### src/adc16_pkg.sv
// adc16 controller shared definitions
`default_nettype none

package adc16_pkg;

  // register words, decoded from address bits 3:2
  typedef enum logic [1:0] {
    REG_3WIRE   = 2'd0,
    REG_CTRL    = 2'd1,
    REG_DELAY_A = 2'd2,
    REG_DELAY_B = 2'd3
  } reg_addr_e;

  // demux mode, as carried in word 1 bits 25:24
  typedef enum logic [1:0] {
    DEMUX_BY1   = 2'b00,
    DEMUX_BY2   = 2'b01,
    DEMUX_BY4   = 2'b10,
    DEMUX_UNDEF = 2'b11
  } demux_mode_e;

  // word 1 field positions
  localparam int DEMUX_WE_BIT = 26;
  localparam int DEMUX_LSB    = 24;
  localparam int RESET_BIT    = 20;
  localparam int SNAP_BIT     = 16;
  localparam int BITSLIP_LSB  = 8;
  localparam int TAP_LSB      = 0;

  // word 0 field positions
  localparam int SCLK_BIT   = 9;
  localparam int SDATA_BIT  = 8;
  localparam int ZDOK_LSB   = 28;
  localparam int LOCKED_LSB = 24;
  localparam int UNITS_LSB  = 20;
  localparam int ROACH2_LSB = 16;

  // decoded word 1 fields, as seen by the pin side
  typedef struct packed {
    demux_mode_e demux;
    logic        chip_reset;
    logic        snap_req;
    logic [7:0]  bitslip;
    logic [4:0]  tap;
  } ctrl_fields_t;

endpackage

`default_nettype wire

### src/adc16_ctrl_if.sv
// adc16 controller internal interfaces
`timescale 1ns/10ps
`default_nettype none

// bus side to register file
interface adc16_reg_if import adc16_pkg::*; ();
  // one-cycle strobes, never both high
  logic        wr_stb;
  logic        rd_stb;
  reg_addr_e   addr;
  logic [31:0] wdata;
  logic [3:0]  sel;
  // combinational read word for the addressed register
  logic [31:0] rdata;

  modport bus  (output wr_stb, rd_stb, addr, wdata, sel, input rdata);
  modport regs (input wr_stb, addr, wdata, sel, output rdata);
endinterface

// register file to pin side, all levels
interface adc16_pin_if import adc16_pkg::*; ();
  logic [15:0]  cfg3wire;
  ctrl_fields_t ctrl;
  logic [63:0]  delay_rst;
  // lock status after synchronization
  logic [1:0]   locked_sync;

  modport regs (output cfg3wire, ctrl, delay_rst, input locked_sync);
  modport pins (input cfg3wire, ctrl, delay_rst, output locked_sync);
endinterface

`default_nettype wire

### src/adc16_wb_slave.sv
// adc16 wishbone slave
`timescale 1ns/10ps
`default_nettype none

module adc16_wb_slave import adc16_pkg::*; (
  input  wire logic        wb_clk_i,
  input  wire logic        wb_rst_i,
  input  wire logic [31:0] wb_adr_i,
  input  wire logic [31:0] wb_dat_i,
  input  wire logic [3:0]  wb_sel_i,
  input  wire logic        wb_we_i,
  input  wire logic        wb_cyc_i,
  input  wire logic        wb_stb_i,
  output logic      [31:0] wb_dat_o,
  output logic             wb_ack_o,
  adc16_reg_if.bus         bus
);

  logic        ack_q;
  logic        accept;
  logic [31:0] rdata_q;

  // a pending ack blocks the next acceptance
  // so a held stb is taken every other cycle
  assign accept = wb_stb_i & wb_cyc_i & ~ack_q;

  // all four words are mapped, word select only
  assign bus.addr   = reg_addr_e'(wb_adr_i[3:2]);
  assign bus.wdata  = wb_dat_i;
  assign bus.sel    = wb_sel_i;
  assign bus.wr_stb = accept & wb_we_i;
  assign bus.rd_stb = accept & ~wb_we_i;

  // ack for exactly one cycle after acceptance
  always_ff @(posedge wb_clk_i) begin
    if (wb_rst_i) begin
      ack_q <= 1'b0;
    end else begin
      ack_q <= accept;
    end
  end

  // sample read word in the strobe cycle
  // writes return zero during their ack
  always_ff @(posedge wb_clk_i) begin
    if (accept) begin
      rdata_q <= bus.rd_stb ? bus.rdata : 32'h0;
    end
  end

  assign wb_ack_o = ack_q;
  // data bus idles at zero outside the ack cycle
  assign wb_dat_o = ack_q ? rdata_q : 32'h0;

endmodule

`default_nettype wire

### src/adc16_ctrl_regs.sv
// adc16 control register file
`timescale 1ns/10ps
`default_nettype none

module adc16_ctrl_regs import adc16_pkg::*; #(
  parameter int ROACH2_REV = 2,
  parameter int ZDOK_REV   = 2,
  parameter int NUM_UNITS  = 1
) (
  input  wire logic wb_clk_i,
  input  wire logic wb_rst_i,
  adc16_reg_if.regs bus,
  adc16_pin_if.regs pin
);

  // word 0, only the low half is stored
  logic [15:0] cfg_q;
  // word 1, bit 26 stays zero
  logic [31:0] ctrl_q;
  // words 2 and 3, word 3 in the high half
  logic [63:0] delay_q;
  logic [31:0] status_word;

  always_ff @(posedge wb_clk_i) begin
    if (wb_rst_i) begin
      // all zero keeps the chip selects inactive
      cfg_q   <= 16'h0;
      ctrl_q  <= 32'h0;
      delay_q <= 64'h0;
    end else if (bus.wr_stb) begin
      unique case (bus.addr)
        REG_3WIRE: begin
          // upper bytes are read-only status
          for (int b = 0; b < 2; b++) begin
            if (bus.sel[b]) cfg_q[8*b +: 8] <= bus.wdata[8*b +: 8];
          end
        end
        REG_CTRL: begin
          for (int b = 0; b < 3; b++) begin
            if (bus.sel[b]) ctrl_q[8*b +: 8] <= bus.wdata[8*b +: 8];
          end
          // top byte: demux bits only move with W set in the same write
          if (bus.sel[3]) begin
            ctrl_q[31:27] <= bus.wdata[31:27];
            if (bus.wdata[DEMUX_WE_BIT]) begin
              ctrl_q[DEMUX_LSB +: 2] <= bus.wdata[DEMUX_LSB +: 2];
            end
          end
        end
        REG_DELAY_A: begin
          for (int b = 0; b < 4; b++) begin
            if (bus.sel[b]) delay_q[8*b +: 8] <= bus.wdata[8*b +: 8];
          end
        end
        REG_DELAY_B: begin
          for (int b = 0; b < 4; b++) begin
            if (bus.sel[b]) delay_q[32+8*b +: 8] <= bus.wdata[8*b +: 8];
          end
        end
      endcase
    end
  end

  // word 0 readback: compile-time board info plus live lock bits
  always_comb begin
    status_word                    = 32'h0;
    status_word[ZDOK_LSB +: 2]     = 2'(ZDOK_REV);
    status_word[LOCKED_LSB +: 2]   = pin.locked_sync;
    status_word[UNITS_LSB +: 4]    = 4'(NUM_UNITS);
    status_word[ROACH2_LSB +: 2]   = 2'(ROACH2_REV);
    status_word[15:0]              = cfg_q;
  end

  // read mux, sampled by the slave in the strobe cycle
  always_comb begin
    unique case (bus.addr)
      REG_3WIRE:   bus.rdata = status_word;
      REG_CTRL:    bus.rdata = ctrl_q;
      REG_DELAY_A: bus.rdata = delay_q[31:0];
      REG_DELAY_B: bus.rdata = delay_q[63:32];
      default:     bus.rdata = 32'h0;
    endcase
  end

  // field decode toward the pin side
  assign pin.cfg3wire        = cfg_q;
  assign pin.ctrl.demux      = demux_mode_e'(ctrl_q[DEMUX_LSB +: 2]);
  assign pin.ctrl.chip_reset = ctrl_q[RESET_BIT];
  assign pin.ctrl.snap_req   = ctrl_q[SNAP_BIT];
  assign pin.ctrl.bitslip    = ctrl_q[BITSLIP_LSB +: 8];
  assign pin.ctrl.tap        = ctrl_q[TAP_LSB +: 5];
  assign pin.delay_rst       = delay_q;

endmodule

`default_nettype wire

### src/adc16_pin_driver.sv
// adc16 board pin driver
`timescale 1ns/10ps
`default_nettype none

module adc16_pin_driver import adc16_pkg::*; #(
  parameter int NUM_SDATA_LINES = 1,
  parameter int NUM_SCLK_LINES  = 1
) (
  input  wire logic       wb_clk_i,
  input  wire logic       wb_rst_i,
  input  wire logic [1:0] adc16_locked_i,
  adc16_pin_if.pins       pin,
  output logic [3:0]                 adc0_csn_o,
  output logic [3:0]                 adc1_csn_o,
  output logic [NUM_SDATA_LINES-1:0] adc0_sdata_o,
  output logic [NUM_SDATA_LINES-1:0] adc1_sdata_o,
  output logic [NUM_SCLK_LINES-1:0]  adc0_sclk_o,
  output logic [NUM_SCLK_LINES-1:0]  adc1_sclk_o,
  output logic                       adc16_reset_o,
  output logic [7:0]                 adc16_bitslip_o,
  output logic [63:0]                adc16_delay_rst_o,
  output logic [4:0]                 adc16_delay_tap_o,
  output logic                       adc16_snap_req_o,
  output demux_mode_e                adc16_demux_mode_o
);

  // two-flop synchronizer for the board lock inputs
  logic [1:0] locked_meta;
  logic [1:0] locked_q;

  always_ff @(posedge wb_clk_i) begin
    if (wb_rst_i) begin
      locked_meta <= 2'b00;
      locked_q    <= 2'b00;
    end else begin
      locked_meta <= adc16_locked_i;
      locked_q    <= locked_meta;
    end
  end

  assign pin.locked_sync = locked_q;

  // one register stage from the register file to every pin
  always_ff @(posedge wb_clk_i) begin
    if (wb_rst_i) begin
      // chip selects idle high, everything else low
      adc0_csn_o         <= 4'hf;
      adc1_csn_o         <= 4'hf;
      adc0_sdata_o       <= '0;
      adc1_sdata_o       <= '0;
      adc0_sclk_o        <= '0;
      adc1_sclk_o        <= '0;
      adc16_reset_o      <= 1'b0;
      adc16_bitslip_o    <= 8'h0;
      adc16_delay_rst_o  <= 64'h0;
      adc16_delay_tap_o  <= 5'h0;
      adc16_snap_req_o   <= 1'b0;
      adc16_demux_mode_o <= DEMUX_BY1;
    end else begin
      // stored selects are active high, pins active low
      adc0_csn_o         <= ~pin.cfg3wire[3:0];
      adc1_csn_o         <= ~pin.cfg3wire[7:4];
      // same serial lines on both boards, fanned out per line count
      adc0_sdata_o       <= {NUM_SDATA_LINES{pin.cfg3wire[SDATA_BIT]}};
      adc1_sdata_o       <= {NUM_SDATA_LINES{pin.cfg3wire[SDATA_BIT]}};
      adc0_sclk_o        <= {NUM_SCLK_LINES{pin.cfg3wire[SCLK_BIT]}};
      adc1_sclk_o        <= {NUM_SCLK_LINES{pin.cfg3wire[SCLK_BIT]}};
      adc16_reset_o      <= pin.ctrl.chip_reset;
      adc16_bitslip_o    <= pin.ctrl.bitslip;
      adc16_delay_rst_o  <= pin.delay_rst;
      adc16_delay_tap_o  <= pin.ctrl.tap;
      adc16_snap_req_o   <= pin.ctrl.snap_req;
      adc16_demux_mode_o <= pin.ctrl.demux;
    end
  end

endmodule

`default_nettype wire

### src/adc16_controller_top.sv
// adc16 controller top level
`timescale 1ns/10ps
`default_nettype none

module adc16_controller_top #(
  parameter int ROACH2_REV      = 2,
  parameter int ZDOK_REV        = 2,
  parameter int NUM_UNITS       = 1,
  parameter int NUM_SDATA_LINES = 1,
  parameter int NUM_SCLK_LINES  = 1
) (
  input  wire logic        wb_clk_i,
  input  wire logic        wb_rst_i,
  input  wire logic [31:0] wb_adr_i,
  input  wire logic [31:0] wb_dat_i,
  input  wire logic [3:0]  wb_sel_i,
  input  wire logic        wb_we_i,
  input  wire logic        wb_cyc_i,
  input  wire logic        wb_stb_i,
  output logic      [31:0] wb_dat_o,
  output logic             wb_ack_o,
  output logic             wb_err_o,
  input  wire logic [1:0]  adc16_locked_i,
  output logic [3:0]                 adc0_csn_o,
  output logic [3:0]                 adc1_csn_o,
  output logic [NUM_SDATA_LINES-1:0] adc0_sdata_o,
  output logic [NUM_SDATA_LINES-1:0] adc1_sdata_o,
  output logic [NUM_SCLK_LINES-1:0]  adc0_sclk_o,
  output logic [NUM_SCLK_LINES-1:0]  adc1_sclk_o,
  output logic                       adc16_reset_o,
  output logic [7:0]                 adc16_bitslip_o,
  output logic [63:0]                adc16_delay_rst_o,
  output logic [4:0]                 adc16_delay_tap_o,
  output logic                       adc16_snap_req_o,
  output logic [1:0]                 adc16_demux_mode_o
);

  adc16_reg_if reg_if ();
  adc16_pin_if pin_if ();

  // every word is mapped, so no error responses
  assign wb_err_o = 1'b0;

  adc16_wb_slave adc16_wb_slave_inst (
    .wb_clk_i (wb_clk_i),
    .wb_rst_i (wb_rst_i),
    .wb_adr_i (wb_adr_i),
    .wb_dat_i (wb_dat_i),
    .wb_sel_i (wb_sel_i),
    .wb_we_i  (wb_we_i),
    .wb_cyc_i (wb_cyc_i),
    .wb_stb_i (wb_stb_i),
    .wb_dat_o (wb_dat_o),
    .wb_ack_o (wb_ack_o),
    .bus      (reg_if.bus)
  );

  // board revision info lives in the register file
  adc16_ctrl_regs #(
    .ROACH2_REV (ROACH2_REV),
    .ZDOK_REV   (ZDOK_REV),
    .NUM_UNITS  (NUM_UNITS)
  ) adc16_ctrl_regs_inst (
    .wb_clk_i (wb_clk_i),
    .wb_rst_i (wb_rst_i),
    .bus      (reg_if.regs),
    .pin      (pin_if.regs)
  );

  // line counts only shape the pin fan-out
  adc16_pin_driver #(
    .NUM_SDATA_LINES (NUM_SDATA_LINES),
    .NUM_SCLK_LINES  (NUM_SCLK_LINES)
  ) adc16_pin_driver_inst (
    .wb_clk_i           (wb_clk_i),
    .wb_rst_i           (wb_rst_i),
    .adc16_locked_i     (adc16_locked_i),
    .pin                (pin_if.pins),
    .adc0_csn_o         (adc0_csn_o),
    .adc1_csn_o         (adc1_csn_o),
    .adc0_sdata_o       (adc0_sdata_o),
    .adc1_sdata_o       (adc1_sdata_o),
    .adc0_sclk_o        (adc0_sclk_o),
    .adc1_sclk_o        (adc1_sclk_o),
    .adc16_reset_o      (adc16_reset_o),
    .adc16_bitslip_o    (adc16_bitslip_o),
    .adc16_delay_rst_o  (adc16_delay_rst_o),
    .adc16_delay_tap_o  (adc16_delay_tap_o),
    .adc16_snap_req_o   (adc16_snap_req_o),
    .adc16_demux_mode_o (adc16_demux_mode_o)
  );

endmodule

`default_nettype wire

### config.mk
export PLATFORM = sky130hd
export DESIGN_NAME = adc16_controller_top
export DESIGN_NICKNAME = d
export VERILOG_FILES = /design/src/adc16_pkg.sv /design/src/adc16_ctrl_if.sv /design/src/adc16_wb_slave.sv /design/src/adc16_ctrl_regs.sv /design/src/adc16_pin_driver.sv /design/src/adc16_controller_top.sv
export SDC_FILE = /design/constraint.sdc
export NUM_CORES = 1
export LEC_CHECK = 0
export ABC_AREA = 1
export ABC_CLOCK_PERIOD_IN_PS = 1500
export BUFFER_PORTS_ARGS = -buffer_cell sky130_fd_sc_hd__buf_4
export CORE_ASPECT_RATIO = 0.9
export CORE_MARGIN = 3
export CORE_UTILIZATION = 48
export DETAILED_ROUTE_END_ITERATION = 10
export PLACE_DENSITY = 0.75
export SETUP_SLACK_MARGIN = 0.4
export SYNTH_ARGS = -nofsm -noshare
export SYNTH_HDL_FRONTEND = slang
export SYNTH_SLANG_ARGS = --single-unit
### constraint.sdc
create_clock -name wb_clk_i -period 1.5 [get_ports wb_clk_i]
set_input_delay 0.075 -clock wb_clk_i [delete_from_list [all_inputs] [get_ports wb_clk_i]]
set_output_delay 0.075 -clock wb_clk_i [all_outputs]
set_load 0.1 [all_outputs]
Yosys cells after proc, flatten, opt, wreduce, memory -nomap -nowiden --
Cells that the tools add are included.
Storage, ports and cells: flip-flop bits (word level) 239, input port bits 75, output and inout bits 127, word-level logic and storage cells 58
Cells by class: equality and inequality tests 3, muxes and demuxes 2, bitwise operators 8, reduce and logical (&&, ||, !) cells 16
Operators with widths (count):
- $pmux 32 s4 | 1
- $reduce_and 3->1 | 14
- $mux 32 | 1
- $not 4->4 | 2
- $and 1x1->1 | 4
- $eq 2x2->1 const B | 2
- $reduce_and 4->1 | 1
- $eq 2x1->1 const B | 1
- $logic_not 2->1 | 1
- $not 1->1 | 2

Logic depth before layout (Yosys ltp) --
depth after elaboration 4, depth in mapped cells 7, depth with buffers taken out 6

Hierarchy --
From an unflattened synthesis, not the netlist that was laid out.
Second synthesis, totals: cells, all modules 1182, area total of the unflattened synthesis 9361.5 um^2
Modules (own cells, without submodules):
- adc16_ctrl_regs | times used 1, cells each 676, area each 4808.4 um^2, sequential area each 2222.1 um^2
- adc16_pin_driver | times used 1, cells each 290, area each 2678.8 um^2, sequential area each 1901.8 um^2
- adc16_wb_slave | times used 1, cells each 214, area each 1863.0 um^2, sequential area each 980.9 um^2
- adc16_controller_top | times used 1, cells each 2, area each 11.3 um^2, sequential area each 0.0 um^2

Worst setup path before layout --
OpenSTA, ideal clock, no wires.
kind register -> output, from reg adc16_wb_slave_inst.ack_q, in the netlist adc16_wb_slave_inst.wb_ack_o, to out wb_dat_o[10], arrival time 2.159 ns, data required time 1.425 ns, slack -0.734 ns, stages on the path, launching flop included 5, buffers on the path 2, path through dfxtp_1 buf_2 clkbuf_1 nand2_1 inv_1
On the way: longest elaborated chain between the ends 1
RTL lines:
- from (decl) | line adc16_wb_slave.sv:19 | logic ack_q;
- from (signal assigned) | line adc16_wb_slave.sv:39 | ack_q <= accept;
- $mux 32 | line adc16_wb_slave.sv:53 | assign wb_dat_o = ack_q ? rdata_q : 32'h0;
- to (decl) | line adc16_controller_top.sv:20 | output logic [31:0] wb_dat_o,
No other way between the ends.

Final worst setup path --
from reg adc16_wb_slave_inst.ack_q, in the netlist adc16_wb_slave_inst.wb_ack_o, to out wb_dat_o[22]
Same word-level chain as after synthesis.

==> flow_summary.json <==
{
  "status": "complete, but fails checks",
  "violations": "hold timing, setup timing",
  "firstDrtPassIters": 6,
  "drt-wirelength-per-cell_um": 19.5,
  "cts_sinks": 239,
  "grt-ovfl-total": 0,
  "worstPathArrival_ns": 1.55,
  "cts-root-buf": "clkbuf_16",
  "clk_pin_slew_worst_paths_ns": 0.07,
  "postCtsHoldBufs": 36,
  "fp.dieH_um": 136,
  "start_kind": "flip-flop",
  "initial_core_util": 0.500,
  "fin_util": 0.821,
  "ys_seq_area_frac": 0.569,
  "cts_tree": "done",
  "gr-usage-all-layers": 0.274,
  "ff2ff_setup_slack_ns": -0.11,
  "critPathKind": "flip-flop to primary output",
  "fin_ws_ns": -0.125,
  "synth_ff_type": "dfxtp_1",
  "antenna_found_initial": 0,
  "io_buffers": 170,
  "fin_hold_ws_ns": -0.00889,
  "grt_pass1_wl_mm": 44.1,
  "dp.cells": 1464,
  "dr.first_iter.drc_count": 726,
  "wirelength_mm": 30.9,
  "post-place-ws_ns": 0.0430,
  "p_per_area_nw_per_um2": 971,
  "grt_pass1_vias": 8266,
  "core_sq_um": 18000,
  "io_pins": 202,
  "fmax_mhz": 615,
  "cts_buffers": 24,
  "yosys.area.top_type": "dfxtp_1",
  "grt_max_degree": 89,
  "synth_edf_count": 32,
  "cellLeakagePower_nw": 5.86,
  "num-fill-cells": 1014,
  "clock_skew_ns": 0.0123,
  "endpoint_kind": "primary output",
  "fin_cells": 1585,
  "post-route-period-util": 1.08,
  "ir_worst_vdd_uv": 916,
  "ant_nets": 0,
  "n_antenna_cell": 0,
  "syn_area_sq_um": 8980,
  "viasPerCell": 5.41,
  "required_ns": 1.42,
  "drc": 0,
  "syn_to_final_growth_pct": 64.2,
  "clockBufferDepth": 3,
  "vias": 8582,
  "h-tree-depth": 1,
  "gp_congestion": 0.817,
  "synth_cell_types": 28,
  "insertion_delay_ns": 0.52,
  "fin_nets": 1402,
  "avgSynthCellArea_sq_um": 8.34,
  "min_period_ns": 1.63,
  "syn_nets": 1151,
  "die_w_um": 150,
  "design.die.area_sq_um": 20400,
  "ys_ff_latch": 239,
  "drive_above_1_share": 0.430,
  "setup_violations": 110,
  "max_slew.worst_pin.slew_ns": 0.899,
  "rows": 46,
  "post-dp-hpwl_mm": 16.0,
  "netlist_instances": 1076,
  "async_flop_share": 0,
  "yosys-top-cells-area": "dfxtp_1 (46%), edfxtp_1 (11%), nor2_1 (8.5%)",
  "hold_violations": 1,
  "grt_setup_unrepaired": "yes",
  "slew_headroom": 0.400,
  "cap_viol_max_count": 0,
  "netlist_top_cells_count": "dfxtp_1 (207), nor2_1 (204), inv_1 (139)",
  "slew_violations": 0,
  "synth_top_cell_area_share": 0.462,
  "yosysWarnings": 0,
  "cp_max_fo": 8,
  "synth_most_common_cell": "dfxtp_1",
  "hp-class": "primary input to flip-flop"
}
[cells by family (layout without fill, tap and decap cells)]
family,after synthesis,count (layout),synth area share
buffers and inverters,201,470,0.0911
other,1,1,0.000418
and+or+nand+nor,452,452,0.231
DFF,239,239,0.569
AOI/OAI and AO/OA,183,183,0.109
[timing repair]
item / CTS / global route
gates resized for setup: 215 / 274
cloned: 12 / 2
pin swaps: 63 / 47
endpoints found under the setup margin: 301 / 301
hold endpoints to repair: 114 / 1
buffers inserted: 18 / 9
[critical path: stages (launching register included)]
cell	delay (ns)
dfxtp_4	0.44
clkbuf_16	0.24
nand2_2	0.09
clkinvlp_4	0.09
buf_12	0.17
[area by class of cell]
type	count	area, sq um	share of cell area
Clock buffer	40	763	0.0518
Clock inverter	4	43.8	0.00297
Inverter	143	667	0.0452
Multi-Input combinational cell	636	4140	0.281
Sequential cell	239	5160	0.350
Tap cell	240	300	0.0204
Timing Repair Buffer	283	3670	0.249
[metal layers]
metal / vias up / global-route usage / wire [um]
met2: 419 / 0.459 / 15500
met1: 4108 / 0.355 / 12100
met5: - / 0 / 0
li1: 3978 / - / -
met4: 0 / 0.0960 / 1020
met3: 77 / 0.0539 / 2340
[placed cells by master, fill, tap and decap left out, types with 10 or more instances in the layout]
cell           Yosys  layout
dfxtp_2            0      33
o21ai_0          135      26
clkinvlp_4         0      33
nor2_4            13      14
buf_12             0      86
clkbuf_16          0      29
inv_1            139     103
o21ai_1           14      79
buf_6              3      15
dlygate4sd3_1      0      36
a31oi_1           20      20
nor3_2             0      86
o21ai_2            0      44
nand2_1          109      68
buf_4              4     128
nor3_4             0      21
edfxtp_1          32      32
buf_16             0      13
nand2_4            0      23
nand2_2            7      24
dfxtp_1          207     171
nor2_1           204     203
o221ai_1          10      10
[metrics by stage]
stage | TNS (ns) | total power [W] | cell area, sq um
6_report | -5.59 | 0.0143 | 14700
5_1_grt | -13.16 | 0.0146 | 14700
4_1_cts | -3.79 | 0.0141 | 13700
3_5_place_dp | 0 | 0.00781 | 11300
3_3_place_gp | 0 | 0.00779 | 11300
2_1_floorplan | -4.03 | 0.00741 | 9780
[state kept, by name, indices dropped and copies added (netlist names)]
name,count
adc16_wb_slave_inst.wb_ack_o,1
adc16_pin_driver_inst.locked_meta,2
adc16_pin_driver_inst.adc16_reset_o,1
adc16_pin_driver_inst.pin.locked_sync,2
adc16_pin_driver_inst.adc0_csn_o,4
adc16_pin_driver_inst.adc16_bitslip_o,8
adc16_wb_slave_inst.rdata_q,32
adc16_ctrl_regs_inst.pin.delay_rst,64
adc16_pin_driver_inst.adc16_delay_rst_o,64
adc16_pin_driver_inst.adc16_delay_tap_o,5
adc16_ctrl_regs_inst.pin.cfg3wire,16
adc16_ctrl_regs_inst.ctrl_q,31
adc16_pin_driver_inst.adc0_sdata_o,1
adc16_pin_driver_inst.adc16_snap_req_o,1
adc16_pin_driver_inst.adc16_demux_mode_o,2
adc16_pin_driver_inst.adc1_csn_o,4
adc16_pin_driver_inst.adc0_sclk_o,1
[power by group]
part,internal (W),leakage (nW),switching (W)
sequential,0.00655,2.03,0.0000582
clock,0.00363,0.397,0.00255
combinational,0.000555,3.44,0.000963
[final timing paths]
kind         cells after the start                            startpoint                                       end
max reg2reg                      8          adc16_wb_slave_inst.wb_ack_o     adc16_ctrl_regs_inst.pin.delay_rst[9]
min reg2reg                      2  adc16_pin_driver_inst.locked_meta[1]  adc16_pin_driver_inst.pin.locked_sync[1]
min                              4                              wb_cyc_i              adc16_wb_slave_inst.wb_ack_o
max                              4          adc16_wb_slave_inst.wb_ack_o                              wb_dat_o[22]
No activity file was read; power rests on OpenSTA's default activity.
